File: src/rvDefs_defs.svh
`ifndef RVDEFS_DEFS_SVH
`define RVDEFS_DEFS_SVH

`define RV_XLEN 64
`define RV_INST_W 32

// base opcodes, inst[6:0]
`define RV_OP_OP     7'b0110011
`define RV_OP_IMM    7'b0010011
`define RV_OP_32     7'b0111011
`define RV_OP_IMM32  7'b0011011
`define RV_OP_LUI    7'b0110111
`define RV_OP_AUIPC  7'b0010111
`define RV_OP_JAL    7'b1101111
`define RV_OP_JALR   7'b1100111
`define RV_OP_BRANCH 7'b1100011
`define RV_OP_LOAD   7'b0000011
`define RV_OP_STORE  7'b0100011
`define RV_OP_SYSTEM 7'b1110011

`endif

File: src/rvPkg.sv
`include "rvDefs_defs.svh"

package rvPkg;

    typedef logic [`RV_XLEN-1:0] xlenT;
    typedef logic [`RV_INST_W-1:0] instT;
    typedef logic [4:0] regIdxT;
    typedef logic [7:0] byteMaskT;

    typedef enum logic [3:0] {
        ADD,
        SUB,
        XOR,
        OR,
        AND,
        SLL,
        SRL,
        SRA,
        SLT,
        SLTU,
        PASSB // lui
    } aluOpE;

    typedef enum logic [1:0] {
        ALU,
        LINK, // pc + 4
        WORD  // sext of low word
    } wbSelE;

    typedef enum logic [1:0] {SEQ, BRANCH, JAL, JALR} flowE;

    typedef enum logic [2:0] {EQ, NE, LT, GE, LTU, GEU} brCondE;

    typedef enum logic [1:0] {IDLE, BUSY, ACK} hsStateE;

endpackage
File: src/decodeBus.sv
`timescale 1ns/1ns

interface decodeBus ();
    logic valid;
    rvPkg::aluOpE aluOp;
    rvPkg::xlenT opA;
    rvPkg::xlenT opB;
    rvPkg::wbSelE wbSel;
    rvPkg::flowE flow;
    rvPkg::brCondE brCond;
    rvPkg::regIdxT rdAddr;
    logic writeRd;
    rvPkg::byteMaskT memMask;
    logic memRead;
    logic [3:0] memBytes;
    logic memSext;
    rvPkg::xlenT pc;
    rvPkg::xlenT imm;
    rvPkg::xlenT rs1Val;
    rvPkg::xlenT rs2Val;
    logic illegal;
    logic halt;

    modport producer (
        output valid, aluOp, opA, opB,
        output wbSel, flow, brCond, rdAddr, writeRd,
        output memMask, memRead, memBytes, memSext,
        output pc, imm, rs1Val, rs2Val, illegal, halt
    );

    modport consumer (
        input valid, aluOp, opA, opB,
        input wbSel, flow, brCond, rdAddr, writeRd,
        input memMask, memRead, memBytes, memSext,
        input pc, imm, rs1Val, rs2Val, illegal, halt
    );
endinterface

File: src/execBus.sv
`timescale 1ns/1ns

interface execBus ();
    logic valid;
    rvPkg::xlenT aluResult;
    rvPkg::wbSelE wbSel;
    rvPkg::flowE flow;
    rvPkg::brCondE brCond;
    rvPkg::regIdxT rdAddr;
    logic writeRd;
    rvPkg::byteMaskT memMask;
    logic memRead;
    logic [3:0] memBytes;
    logic memSext;
    rvPkg::xlenT pc;
    rvPkg::xlenT imm;
    rvPkg::xlenT rs1Val;
    rvPkg::xlenT rs2Val;
    logic illegal;
    logic halt;

    modport producer (
        output valid, aluResult, wbSel, flow, brCond, rdAddr, writeRd,
        output memMask, memRead, memBytes, memSext,
        output pc, imm, rs1Val, rs2Val, illegal, halt
    );

    modport consumer (
        input valid, aluResult, wbSel, flow, brCond, rdAddr, writeRd,
        input memMask, memRead, memBytes, memSext,
        input pc, imm, rs1Val, rs2Val, illegal, halt
    );
endinterface

File: src/aluExecute.sv
`timescale 1ns/1ns

module aluExecute (
    input logic clk,
    input logic rstN,
    decodeBus.consumer busIn,
    execBus.producer busOut
);
    rvPkg::xlenT result;
    logic [5:0] shamt;

    assign shamt = busIn.opB[5:0];

    always_comb begin
        case (busIn.aluOp)
            rvPkg::ADD:   result = busIn.opA + busIn.opB;
            rvPkg::SUB:   result = busIn.opA - busIn.opB;
            rvPkg::XOR:   result = busIn.opA ^ busIn.opB;
            rvPkg::OR:    result = busIn.opA | busIn.opB;
            rvPkg::AND:   result = busIn.opA & busIn.opB;
            rvPkg::SLL:   result = busIn.opA << shamt;
            rvPkg::SRL:   result = busIn.opA >> shamt;
            rvPkg::SRA:   result = $signed(busIn.opA) >>> shamt;
            rvPkg::SLT:   result = rvPkg::xlenT'($signed(busIn.opA) < $signed(busIn.opB));
            rvPkg::SLTU:  result = rvPkg::xlenT'(busIn.opA < busIn.opB);
            rvPkg::PASSB: result = busIn.opB;
            default:      result = '0;
        endcase
    end

    always_ff @(posedge clk) begin
        if (!rstN) begin
            busOut.valid <= 1'b0;
            busOut.writeRd <= 1'b0;
            busOut.memRead <= 1'b0;
            busOut.memMask <= '0;
            busOut.illegal <= 1'b0;
            busOut.halt <= 1'b0;
        end else begin
            busOut.valid <= busIn.valid;
            if (busIn.valid) begin
                busOut.writeRd <= busIn.writeRd;
                busOut.memRead <= busIn.memRead;
                busOut.memMask <= busIn.memMask;
                busOut.illegal <= busIn.illegal;
                busOut.halt <= busIn.halt;
            end
        end
    end

    always_ff @(posedge clk) begin
        if (busIn.valid) begin
            busOut.aluResult <= result;
            busOut.wbSel <= busIn.wbSel;
            busOut.flow <= busIn.flow;
            busOut.brCond <= busIn.brCond;
            busOut.rdAddr <= busIn.rdAddr;
            busOut.memBytes <= busIn.memBytes;
            busOut.memSext <= busIn.memSext;
            busOut.pc <= busIn.pc;
            busOut.imm <= busIn.imm;
            busOut.rs1Val <= busIn.rs1Val;
            busOut.rs2Val <= busIn.rs2Val;
        end
    end

    aluOpKnown: assert property (@(posedge clk) disable iff (!rstN)
        busIn.valid |-> !$isunknown(busIn.aluOp) && busIn.aluOp <= rvPkg::PASSB)
        else $error("decoder handed over a bad aluOp");

endmodule

File: src/instDecoder.sv
`timescale 1ns/1ns
`include "rvDefs_defs.svh"

module instDecoder (
    input  logic clk,
    input  logic rstN,
    input  logic req,
    output logic ack,
    input  rvPkg::instT inst,
    input  rvPkg::xlenT pc,
    input  rvPkg::xlenT rs1Val,
    input  rvPkg::xlenT rs2Val,
    decodeBus.producer busOut,
    input  logic resultDone
);
    rvPkg::hsStateE state;
    logic capture;
    logic [6:0] opcode;
    logic [2:0] funct3;
    logic [6:0] funct7;
    logic altOk;
    rvPkg::xlenT immI, immS, immB, immU, immJ;
    rvPkg::xlenT imm, opA, opB;
    rvPkg::aluOpE aluOp;
    rvPkg::wbSelE wbSel;
    rvPkg::flowE flow;
    rvPkg::brCondE brCond;
    rvPkg::byteMaskT memMask;
    logic [3:0] memBytes;
    logic writeRd, memRead, memSext, illegal, halt;
    logic selPc, selImm, wordOp;

    function automatic rvPkg::aluOpE f3ToOp(input logic [2:0] f3, input logic alt);
        case (f3)
            3'b000:  return alt ? rvPkg::SUB : rvPkg::ADD;
            3'b001:  return rvPkg::SLL;
            3'b010:  return rvPkg::SLT;
            3'b011:  return rvPkg::SLTU;
            3'b100:  return rvPkg::XOR;
            3'b101:  return alt ? rvPkg::SRA : rvPkg::SRL;
            3'b110:  return rvPkg::OR;
            default: return rvPkg::AND;
        endcase
    endfunction

    assign capture = (state == rvPkg::IDLE) && req;
    assign ack = (state == rvPkg::ACK);

    always_ff @(posedge clk) begin
        if (!rstN) begin
            state <= rvPkg::IDLE;
        end else begin
            case (state)
                rvPkg::IDLE: if (req) state <= rvPkg::BUSY;
                rvPkg::BUSY: if (resultDone) state <= rvPkg::ACK;
                rvPkg::ACK:  if (!req) state <= rvPkg::IDLE; // hold while req high
                default:     state <= rvPkg::IDLE;
            endcase
        end
    end

    assign opcode = inst[6:0];
    assign funct3 = inst[14:12];
    assign funct7 = inst[31:25];
    assign altOk = (funct3 == 3'b000) || (funct3 == 3'b101); // sub / sra slots

    assign immI = {{(`RV_XLEN-12){inst[31]}}, inst[31:20]};
    assign immS = {{(`RV_XLEN-12){inst[31]}}, inst[31:25], inst[11:7]};
    assign immB = {{(`RV_XLEN-12){inst[31]}}, inst[7], inst[30:25], inst[11:8], 1'b0};
    assign immU = {{(`RV_XLEN-32){inst[31]}}, inst[31:12], 12'b0};
    assign immJ = {{(`RV_XLEN-20){inst[31]}}, inst[19:12], inst[20], inst[30:21], 1'b0};

    always_comb begin
        aluOp = rvPkg::ADD;
        wbSel = rvPkg::ALU;
        flow = rvPkg::SEQ;
        brCond = rvPkg::EQ;
        imm = immI;
        selPc = 1'b0;
        selImm = 1'b1;
        wordOp = 1'b0;
        writeRd = 1'b1;
        memMask = '0;
        memRead = 1'b0;
        memBytes = 4'h0;
        memSext = 1'b0;
        illegal = 1'b0;
        halt = 1'b0;
        case (opcode)
            `RV_OP_OP: begin
                selImm = 1'b0;
                aluOp = f3ToOp(funct3, funct7[5]);
                illegal = !(funct7 == 7'h00 || (funct7 == 7'h20 && altOk)); // mul lands here
            end
            `RV_OP_IMM: begin
                aluOp = f3ToOp(funct3, funct3 == 3'b101 && funct7[5]);
                if (funct3 == 3'b001)
                    illegal = (inst[31:26] != 6'h00);
                else if (funct3 == 3'b101)
                    illegal = inst[31] || (inst[29:26] != 4'h0);
            end
            `RV_OP_32: begin
                selImm = 1'b0;
                wordOp = 1'b1;
                wbSel = rvPkg::WORD;
                aluOp = f3ToOp(funct3, funct7[5]);
                illegal = !((funct7 == 7'h00 && (altOk || funct3 == 3'b001))
                    || (funct7 == 7'h20 && altOk));
            end
            `RV_OP_IMM32: begin
                wordOp = 1'b1;
                wbSel = rvPkg::WORD;
                aluOp = f3ToOp(funct3, funct3 == 3'b101 && funct7[5]);
                case (funct3)
                    3'b000:  illegal = 1'b0;
                    3'b001:  illegal = (funct7 != 7'h00);
                    3'b101:  illegal = (funct7 != 7'h00) && (funct7 != 7'h20);
                    default: illegal = 1'b1;
                endcase
            end
            `RV_OP_LUI: begin
                imm = immU;
                aluOp = rvPkg::PASSB;
            end
            `RV_OP_AUIPC: begin
                imm = immU;
                selPc = 1'b1;
            end
            `RV_OP_JAL: begin
                imm = immJ;
                selPc = 1'b1;
                wbSel = rvPkg::LINK;
                flow = rvPkg::JAL;
            end
            `RV_OP_JALR: begin
                wbSel = rvPkg::LINK;
                flow = rvPkg::JALR;
                illegal = (funct3 != 3'b000);
            end
            `RV_OP_BRANCH: begin
                imm = immB;
                writeRd = 1'b0;
                flow = rvPkg::BRANCH;
                case (funct3)
                    3'b000:  brCond = rvPkg::EQ;
                    3'b001:  brCond = rvPkg::NE;
                    3'b100:  brCond = rvPkg::LT;
                    3'b101:  brCond = rvPkg::GE;
                    3'b110:  brCond = rvPkg::LTU;
                    3'b111:  brCond = rvPkg::GEU;
                    default: illegal = 1'b1;
                endcase
            end
            `RV_OP_LOAD: begin
                memRead = 1'b1;
                memBytes = 4'h1 << funct3[1:0];
                memSext = !funct3[2];
                illegal = (funct3 == 3'b111);
            end
            `RV_OP_STORE: begin
                imm = immS;
                writeRd = 1'b0;
                memBytes = 4'h1 << funct3[1:0];
                memMask = rvPkg::byteMaskT'((9'h1 << memBytes) - 9'h1); // 1, 3, 15, 255
                illegal = funct3[2];
            end
            `RV_OP_SYSTEM: begin
                writeRd = 1'b0;
                halt = (inst == 32'h0010_0073); // ebreak only
                illegal = !halt;
            end
            default: illegal = 1'b1;
        endcase
        if (illegal) begin
            writeRd = 1'b0;
            memRead = 1'b0;
            memMask = '0;
            flow = rvPkg::SEQ;
        end
    end

    always_comb begin
        opA = selPc ? pc : rs1Val;
        opB = selImm ? imm : rs2Val;
        if (wordOp && (aluOp == rvPkg::SLL || aluOp == rvPkg::SRL || aluOp == rvPkg::SRA))
            opB = rvPkg::xlenT'(opB[4:0]);
        if (wordOp && aluOp == rvPkg::SRL)
            opA = {32'b0, rs1Val[31:0]};
        else if (wordOp && aluOp == rvPkg::SRA)
            opA = {{32{rs1Val[31]}}, rs1Val[31:0]};
    end

    always_ff @(posedge clk) begin
        if (!rstN) begin
            busOut.valid <= 1'b0;
            busOut.writeRd <= 1'b0;
            busOut.memRead <= 1'b0;
            busOut.memMask <= '0;
            busOut.illegal <= 1'b0;
            busOut.halt <= 1'b0;
        end else begin
            busOut.valid <= capture; // one cycle pulse
            if (capture) begin
                busOut.writeRd <= writeRd;
                busOut.memRead <= memRead;
                busOut.memMask <= memMask;
                busOut.illegal <= illegal;
                busOut.halt <= halt;
            end
        end
    end

    always_ff @(posedge clk) begin
        if (capture) begin
            busOut.aluOp <= aluOp;
            busOut.opA <= opA;
            busOut.opB <= opB;
            busOut.wbSel <= wbSel;
            busOut.flow <= flow;
            busOut.brCond <= brCond;
            busOut.rdAddr <= inst[11:7];
            busOut.memBytes <= memBytes;
            busOut.memSext <= memSext;
            busOut.pc <= pc;
            busOut.imm <= imm;
            busOut.rs1Val <= rs1Val;
            busOut.rs2Val <= rs2Val;
        end
    end

    // ack only out of BUSY, four edges after the capture edge
    ackFromBusy: assert property (@(posedge clk) disable iff (!rstN)
        $rose(ack) |-> $past(state == rvPkg::BUSY) && $past(capture, 4))
        else $error("ack rose outside BUSY or off the four edge latency");

endmodule

File: src/resultUnit.sv
`timescale 1ns/1ns

module resultUnit (
    input  logic clk,
    input  logic rstN,
    execBus.consumer busIn,
    output logic done,
    output rvPkg::xlenT rdData,
    output rvPkg::xlenT nextPc,
    output rvPkg::xlenT memAddr,
    output rvPkg::xlenT storeData,
    output rvPkg::regIdxT rdAddr,
    output logic writeRd,
    output logic memRead,
    output logic memSext,
    output logic illegal,
    output logic halt,
    output rvPkg::byteMaskT memMask,
    output logic [3:0] memBytes
);
    logic taken;
    rvPkg::xlenT seqPc, target, jumpPc, wbValue;

    always_comb begin
        case (busIn.brCond)
            rvPkg::EQ:  taken = (busIn.rs1Val == busIn.rs2Val);
            rvPkg::NE:  taken = (busIn.rs1Val != busIn.rs2Val);
            rvPkg::LT:  taken = ($signed(busIn.rs1Val) < $signed(busIn.rs2Val));
            rvPkg::GE:  taken = ($signed(busIn.rs1Val) >= $signed(busIn.rs2Val));
            rvPkg::LTU: taken = (busIn.rs1Val < busIn.rs2Val);
            rvPkg::GEU: taken = (busIn.rs1Val >= busIn.rs2Val);
            default:    taken = 1'b0;
        endcase
    end

    assign seqPc = busIn.pc + rvPkg::xlenT'(4);
    assign target = busIn.pc + busIn.imm;

    always_comb begin
        case (busIn.flow)
            rvPkg::BRANCH: jumpPc = taken ? target : seqPc;
            rvPkg::JAL:    jumpPc = target;
            rvPkg::JALR:   jumpPc = {busIn.aluResult[63:1], 1'b0}; // lsb cleared
            default:       jumpPc = seqPc;
        endcase
        case (busIn.wbSel)
            rvPkg::LINK: wbValue = seqPc;
            rvPkg::WORD: wbValue = {{32{busIn.aluResult[31]}}, busIn.aluResult[31:0]};
            default:     wbValue = busIn.aluResult;
        endcase
    end

    always_ff @(posedge clk) begin
        if (!rstN) begin
            done <= 1'b0;
            writeRd <= 1'b0;
            memRead <= 1'b0;
            memMask <= '0;
            memBytes <= 4'h0;
            memSext <= 1'b0;
            illegal <= 1'b0;
            halt <= 1'b0;
        end else begin
            done <= busIn.valid; // outputs valid from here on
            if (busIn.valid) begin
                writeRd <= busIn.writeRd;
                memRead <= busIn.memRead;
                memMask <= busIn.memMask;
                memBytes <= busIn.memBytes;
                memSext <= busIn.memSext;
                illegal <= busIn.illegal;
                halt <= busIn.halt;
            end
        end
    end

    always_ff @(posedge clk) begin
        if (busIn.valid) begin
            rdData <= wbValue;
            nextPc <= jumpPc;
            memAddr <= busIn.aluResult; // rs1 + imm
            storeData <= busIn.rs2Val;
            rdAddr <= busIn.rdAddr;
        end
    end

    noLoadStoreMix: assert property (@(posedge clk) disable iff (!rstN)
        !(memRead && memMask != '0))
        else $error("load and store requested together");

endmodule

File: src/rvExecTop.sv
`timescale 1ns/1ns

module rvExecTop (
    input  logic clk,
    input  logic rstN,
    input  logic req,
    input  rvPkg::instT inst,
    input  rvPkg::xlenT pc,
    input  rvPkg::xlenT rs1Val,
    input  rvPkg::xlenT rs2Val,
    output logic ack,
    output rvPkg::xlenT rdData,
    output rvPkg::regIdxT rdAddr,
    output logic writeRd,
    output rvPkg::xlenT nextPc,
    output rvPkg::xlenT memAddr,
    output rvPkg::xlenT storeData,
    output rvPkg::byteMaskT memMask,
    output logic memRead,
    output logic [3:0] memBytes,
    output logic memSext,
    output logic illegal,
    output logic halt
);
    decodeBus dBus ();
    execBus eBus ();
    logic resultDone;

    instDecoder uDecoder (
        .clk(clk),
        .rstN(rstN),
        .req(req),
        .ack(ack),
        .inst(inst),
        .pc(pc),
        .rs1Val(rs1Val),
        .rs2Val(rs2Val),
        .busOut(dBus),
        .resultDone(resultDone)
    );

    aluExecute uAlu (
        .clk(clk),
        .rstN(rstN),
        .busIn(dBus),
        .busOut(eBus)
    );

    resultUnit uResult (
        .clk(clk),
        .rstN(rstN),
        .busIn(eBus),
        .done(resultDone),
        .rdData(rdData),
        .nextPc(nextPc),
        .memAddr(memAddr),
        .storeData(storeData),
        .rdAddr(rdAddr),
        .writeRd(writeRd),
        .memRead(memRead),
        .memSext(memSext),
        .illegal(illegal),
        .halt(halt),
        .memMask(memMask),
        .memBytes(memBytes)
    );

endmodule

File: config.mk
export PLATFORM = sky130hd
export DESIGN_NAME = rvExecTop
export DESIGN_NICKNAME = d
export VERILOG_FILES = /design/src/rvPkg.sv /design/src/decodeBus.sv /design/src/execBus.sv /design/src/aluExecute.sv /design/src/instDecoder.sv /design/src/resultUnit.sv /design/src/rvExecTop.sv
export VERILOG_INCLUDE_DIRS = /design/src /design/src/src
export SDC_FILE = /design/constraint.sdc
export NUM_CORES = 2
export LEC_CHECK = 0
export BUFFER_PORTS_ARGS = -buffer_cell sky130_fd_sc_hd__buf_4
export CAP_MARGIN = 20
export CELL_PAD_IN_SITES_DETAIL_PLACEMENT = 0
export CELL_PAD_IN_SITES_GLOBAL_PLACEMENT = 1
export CORE_MARGIN = 5
export CORE_UTILIZATION = 30
export CTS_CLUSTER_SIZE = 16
export DETAILED_ROUTE_END_ITERATION = 8
export PLACE_DENSITY_LB_ADDON = 0.1
export REMOVE_ABC_BUFFERS = 1
export SLEW_MARGIN = 20
export SYNTH_ARGS = -nofsm -noshare
export SYNTH_HDL_FRONTEND = slang
export SYNTH_SLANG_ARGS = --single-unit
File: constraint.sdc
create_clock -name clk -period 13.6 [get_ports clk]
set_input_delay 2.72 -clock clk [delete_from_list [all_inputs] [get_ports clk]]
set_output_delay 2.72 -clock clk [all_outputs]
set_load 0.02 [all_outputs]
[Word level (Yosys, flattened, before mapping)]
Index checks and enable logic that the tools add are counted.
Word-level totals
  output and inout bits: 279
  input port bits: 227
  logic and storage cells: 200
  bits in registers: 985
Operators by class
  $lt $le $gt $ge: 6
  reduce and logical (&&, ||, !) cells: 39
  multiplexer cells: 38
  equality and inequality tests: 52
  $add $sub $neg: 5
  bitwise operators: 3
  shifts and indexed selects: 5
Operators by type and width (count)
  case mux 64 bit (11 select lines): 1
  < comparator 64 bit: 4
  two-way mux 64 bit: 4
  case mux 64 bit (3 select lines): 1
  adder 64 bit: 2
  >= comparator 64 bit: 2
  case mux 64 bit (2 select lines): 1
  case mux 31 bit (4 select lines): 1
  adder 64 x 3 -> 64 bit, second input constant: 1
  AND 64 bit: 1
  == test 64 bit: 1
  inequality test 64 bit: 1
  OR 64 bit: 1
  left shift 64 x 6 -> 64 bit: 1
  >> shifter 64 x 6 -> 64 bit: 1
  >>> shifter 64 x 6 -> 64 bit: 1
  subtractor 64 bit: 1
  XOR 64 bit: 1
  case mux 4 bit (7 select lines): 2
  == test 7 x 6 -> 1 bit, second input constant: 5
  == test 32 x 21 -> 1 bit, second input constant: 1
  two-way mux 32 bit: 1
  == test 4 x 3 -> 1 bit, second input constant: 7
  == test 7 bit, second input constant: 4
  other kinds (41): 102

[Logic depth before layout (Yosys ltp)]
  word-level depth: 9
  mapped depth: 18
  mapped depth without buffers: 14

[Hierarchy]
Synthesis repeated with hierarchy kept, for this count alone.
Second synthesis, totals
  cells, all modules: 6141
  area total of the unflattened synthesis: 63126.8 µm²
Modules (own cells, without submodules)
  aluExecute: area an instance 30376.6 µm², seq. area each 10380.0 µm², cells each 3351, times used 1
  resultUnit: area an instance 18292.5 µm², seq. area each 8197.9 µm², cells each 1802, times used 1
  instDecoder: area an instance 14457.6 µm², seq. area each 11461.0 µm², cells each 988, times used 1

[Worst setup path before layout]
OpenSTA, ideal clock, no wires.
  path type: input -> register
  start point: input req
  end point: register uDecoder.busOut.halt
  setup time: 146 ps
  arrival time: 10950 ps
  buffers on the path: 0
  path slack: 2504 ps
  data required time: 13454 ps
  stages: 5
  cell sequence: nor2b_1 > nand2b_1 > inv_1 > mux2i_1 > nor2b_1
Between the ends
  word-level cells in the longest chain between the ends: 1
Ends and longest elaborated chain
  start, declared: RTL line rvExecTop.sv:6  | input logic req,
  logical AND 1 bit: RTL line instDecoder.sv:46  | assign capture = (state == rvPkg::IDLE) && req;
  via uDecoder.capture: RTL line instDecoder.sv:17  | logic capture;
  end, declared: RTL line decodeBus.sv:28  | output pc, imm, rs1Val, rs2Val, illegal, halt
The timed path passes the listed nets, and every way through them passes these cells.
A chain may end at the register's enable or synchronous reset.

[Final worst setup path]
  start point: register uAlu.busOut.rs2Val[27]
  end point: register uResult.nextPc[0], data pin
Between the ends
  word-level cells in the longest chain between the ends: 4
  elaborated cells between the ends (all ways): 9
  classes of those cells: order compare (4); eq/ne (2); mux (3)
Ends and longest elaborated chain
  start, declared: RTL line execBus.sv:25  | output pc, imm, rs1Val, rs2Val, illegal, halt
  >= comparator 64 bit (tied with other cells): RTL line resultUnit.sv:31  | rvPkg::GEU: taken = (busIn.rs1Val >= busIn.rs2Val);
  case mux 1 bit (6 select lines) (*): RTL line resultUnit.sv:25  | case (busIn.brCond)
  two-way mux 64 bit (*): RTL line resultUnit.sv:41  | rvPkg::BRANCH: jumpPc = taken ? target : seqPc;
  case mux 64 bit (3 select lines) (*): RTL line resultUnit.sv:40  | case (busIn.flow)
  via uResult.jumpPc[0]: RTL line resultUnit.sv:22  | rvPkg::xlenT seqPc, target, jumpPc, wbValue;
  end signal, assigned: RTL line resultUnit.sv:80  | nextPc <= jumpPc;
  end, declared: RTL line resultUnit.sv:9  | output rvPkg::xlenT nextPc,
Mark *: on every way through the listed nets, which the timed path passes. The rest lies on a longest branch.

==> flow_metrics.tcl <==
set metrics [dict create \
    ant_nets 0 \
    start_util 0.302 \
    gp_congestion 0.953 \
    path_cells "inv_1, ha_1, nand4_1, nor4_2, nand4_1, or2_0, o211a_1, and3_1, a211oi_1, and2_4, buf_4, nor2_2, a22o_1" \
    hpwlAfterDp_um 223000 \
    fin_crit_sh 0.404 \
    grt-busiest-layer "met2" \
    final_cell_mix "939 x edfxtp_1, 697 x nand2_1, 613 x buf_4, 562 x a21oi_1, 546 x nor2_1" \
    min_path_cells 0 \
    io_buffers 505 \
    placeableCoreArea_mm2 0.200 \
    synth_warnings 0 \
    ctsHoldBuffers 0 \
    p_leak_nw 26.9 \
    arrival_ns 5.99 \
    drive_gt1_frac 0.158 \
    rsz0062_at_grt "false" \
    die_h_um 459 \
    placed_cells 8884 \
    met2_usage 0.440 \
    cpPeakStageDelay_ns 0.83 \
    status "finished, final reports clean" \
    clock.fmax_mhz 182 \
    finalHoldViolCount 0 \
    worstReg2RegStart "uAlu.busOut.rs2Val[27]" \
    worstSetupPathType "register to register" \
    grt_use_total 0.265 \
    totalWireLength_um 290000 \
    pre_cts_slack_ns 7.49 \
    r2r_slack_ns 8.11 \
    cts_root_buf "clkbuf_16" \
    cts_tree "built" \
    drv_cap 0 \
    timing.hold.worst_endpoint "uAlu.busOut.rs1Val[51]" \
    cts_buffer_depth 3 \
    relSlewSlack 0.161 \
    drv_slew 0 \
    ys_seq_area_frac 0.479 \
    drtIter0Drc 4983 \
    cpLargestDelayFamily "simple AND/OR/NAND/NOR gates" \
    grt_max_degree 140 \
    r2r-end "uResult.nextPc[0]" \
    synth_edf_count 939 \
    row_count 164 \
    fin_setup_tns_ns 0 \
    synthFlopType "edfxtp_1" \
    fin_crit_ns 5.49 \
    num_vias 51296 \
    overflow 0 \
    layout_commonest_cell "edfxtp_1" \
    power_mw 8.59 \
    startpoint_type "register" \
    hold_path.class "register to register" \
    ys_types 104 \
    grt_pass1_wl_um 401000 \
    io_pins 506 \
    skew_ns 0.0603 \
    worst-path-buf-inv 2 \
    tightest_slew_ns 1.25 \
    die_area_mm2 0.210 \
    worstSetupEndpointType "register" \
    die_x_um 459 \
    setup_slack_ns 8.11 \
    use_met1 0.358 \
    viasPerCell 5.64 \
    grt_pass1_vias 50323 \
    cts-htree-levels 3 \
    yosys_register_bits 976 \
    syn_inst 5987 \
    ir_drop_mv 0.0991 \
    crit_required_ns 14.10 \
    cts_buffers 112 \
    drt_drc_violations_left 0 \
    synth_area_mm2 0.0604 \
    r2r_cells 13 \
    drt_first_pass_iters 5 \
    ys_async_sr_fraction 0 \
    cts_setup_buffers 0 \
    antenna_found_initial 18 \
    setup_viol 0 \
    finalNonFillerCells 9096 \
    areaGrowthSynthToFinish_pct 17.2 \
    crit_slowest_cell "nor4_2" \
    crit_fanout 30 \
    avgRoutedWirePerCell_um 31.9 \
    cts_sinks 976 \
    fill_cells 20399 \
    worstHoldStart "uDecoder.busOut.rs1Val[51]" \
    cts-resized-gates 0 \
    p_per_area_mw_per_mm2 121 \
    synth_area_per_cell_um2 10.1 \
    clk_pin_slew_ns 0.06 \
    clk-insertion-delay-late_ns 0.80 \
    cpMostUsedCell "nand4_1" \
    nNetsFinal 6899 \
    use_met3 0.0359 \
]
[cells in the mapped netlist (all sizes together), types with 44 or more instances]
cell type / n / area (um2)
a211oi: 78 / 606
mux4: 74 / 1670
mux2i: 173 / 1730
nor2b: 66 / 413
nand4: 59 / 369
inv: 315 / 1180
o21ai: 365 / 1840
clkbuf: 261 / 980
o21bai: 49 / 379
nand2: 698 / 2620
a21o: 80 / 601
nor3: 82 / 425
o2111ai: 50 / 438
ha: 326 / 4080
xor2: 64 / 561
nor2: 554 / 2080
and2: 44 / 275
a31oi: 80 / 507
buf: 119 / 641
edfxtp: 939 / 28200
o211ai: 52 / 390
a221oi: 76 / 707
a21oi: 568 / 2860
nand3: 109 / 551
xnor2: 65 / 569
[cells by family after synthesis]
logic type      after synthesis  synth area share
xor+xnor                    129            0.0187
flops                       976             0.479
mux                         290            0.0643
compound gates             1773             0.191
simple gates               1795             0.132
buf+inv                     695            0.0464
fa+ha+maj                   329            0.0685
[how the worst max path moves through the flow]
stage / slack [ns] / endpoint / startpoint / depth (start not counted)
after floorplan: 2.38 / uDecoder.busOut.halt / req / 5
after global placement: 7.49 / uDecoder.busOut.opB[59] / inst[2] / 8
after detailed placement: 7.49 / uDecoder.busOut.opB[53] / inst[2] / 9
after CTS: 7.98 / uResult.nextPc[0] / uAlu.busOut.rs2Val[24] / 13
after global routing: 7.85 / uResult.nextPc[59] / uAlu.busOut.rs2Val[27] / 13
final: 8.11 / uResult.nextPc[0] / uAlu.busOut.rs2Val[27] / 13
[routing by layer]
| layer | part of all wire | vias up |
|---|---|---|
| li1 | - | 23087 |
| met1 | 0.43 | 25885 |
| met2 | 0.47 | 1963 |
| met3 | 0.058 | 357 |
| met4 | 0.037 | 4 |
| met5 | 0.000083 | - |
[per-stage QoR]
stage	hold slack (ns)	utilization	instance area (um2)
after detailed placement	0.405	0.335	67100
after CTS	0.386	0.354	70800
after global routing	0.398	0.354	70800
after global placement	0.401	0.335	67000
after floorplan	0.400	-	58800
final	0.400	0.354	70800
[final cells by class]
class                           count  area (um2)  share of cell area
Clock inverter                     71         792              0.0112
Tap cell                         2656        3320              0.0469
Clock buffer                      134        2930              0.0413
Inverter                          315        1190              0.0169
Antenna cell                        6        15.0            0.000212
Multi-Input combinational cell   4316       28800               0.407
Timing Repair Buffer              622        4780              0.0676
Sequential cell                   976       28900               0.409
[power by group]
part,internal [mW],switching [mW]
clock,1.77,1.33
sequential,3.50,0.141
combinational,0.587,1.26
Power figures use the tool's default switching activity.
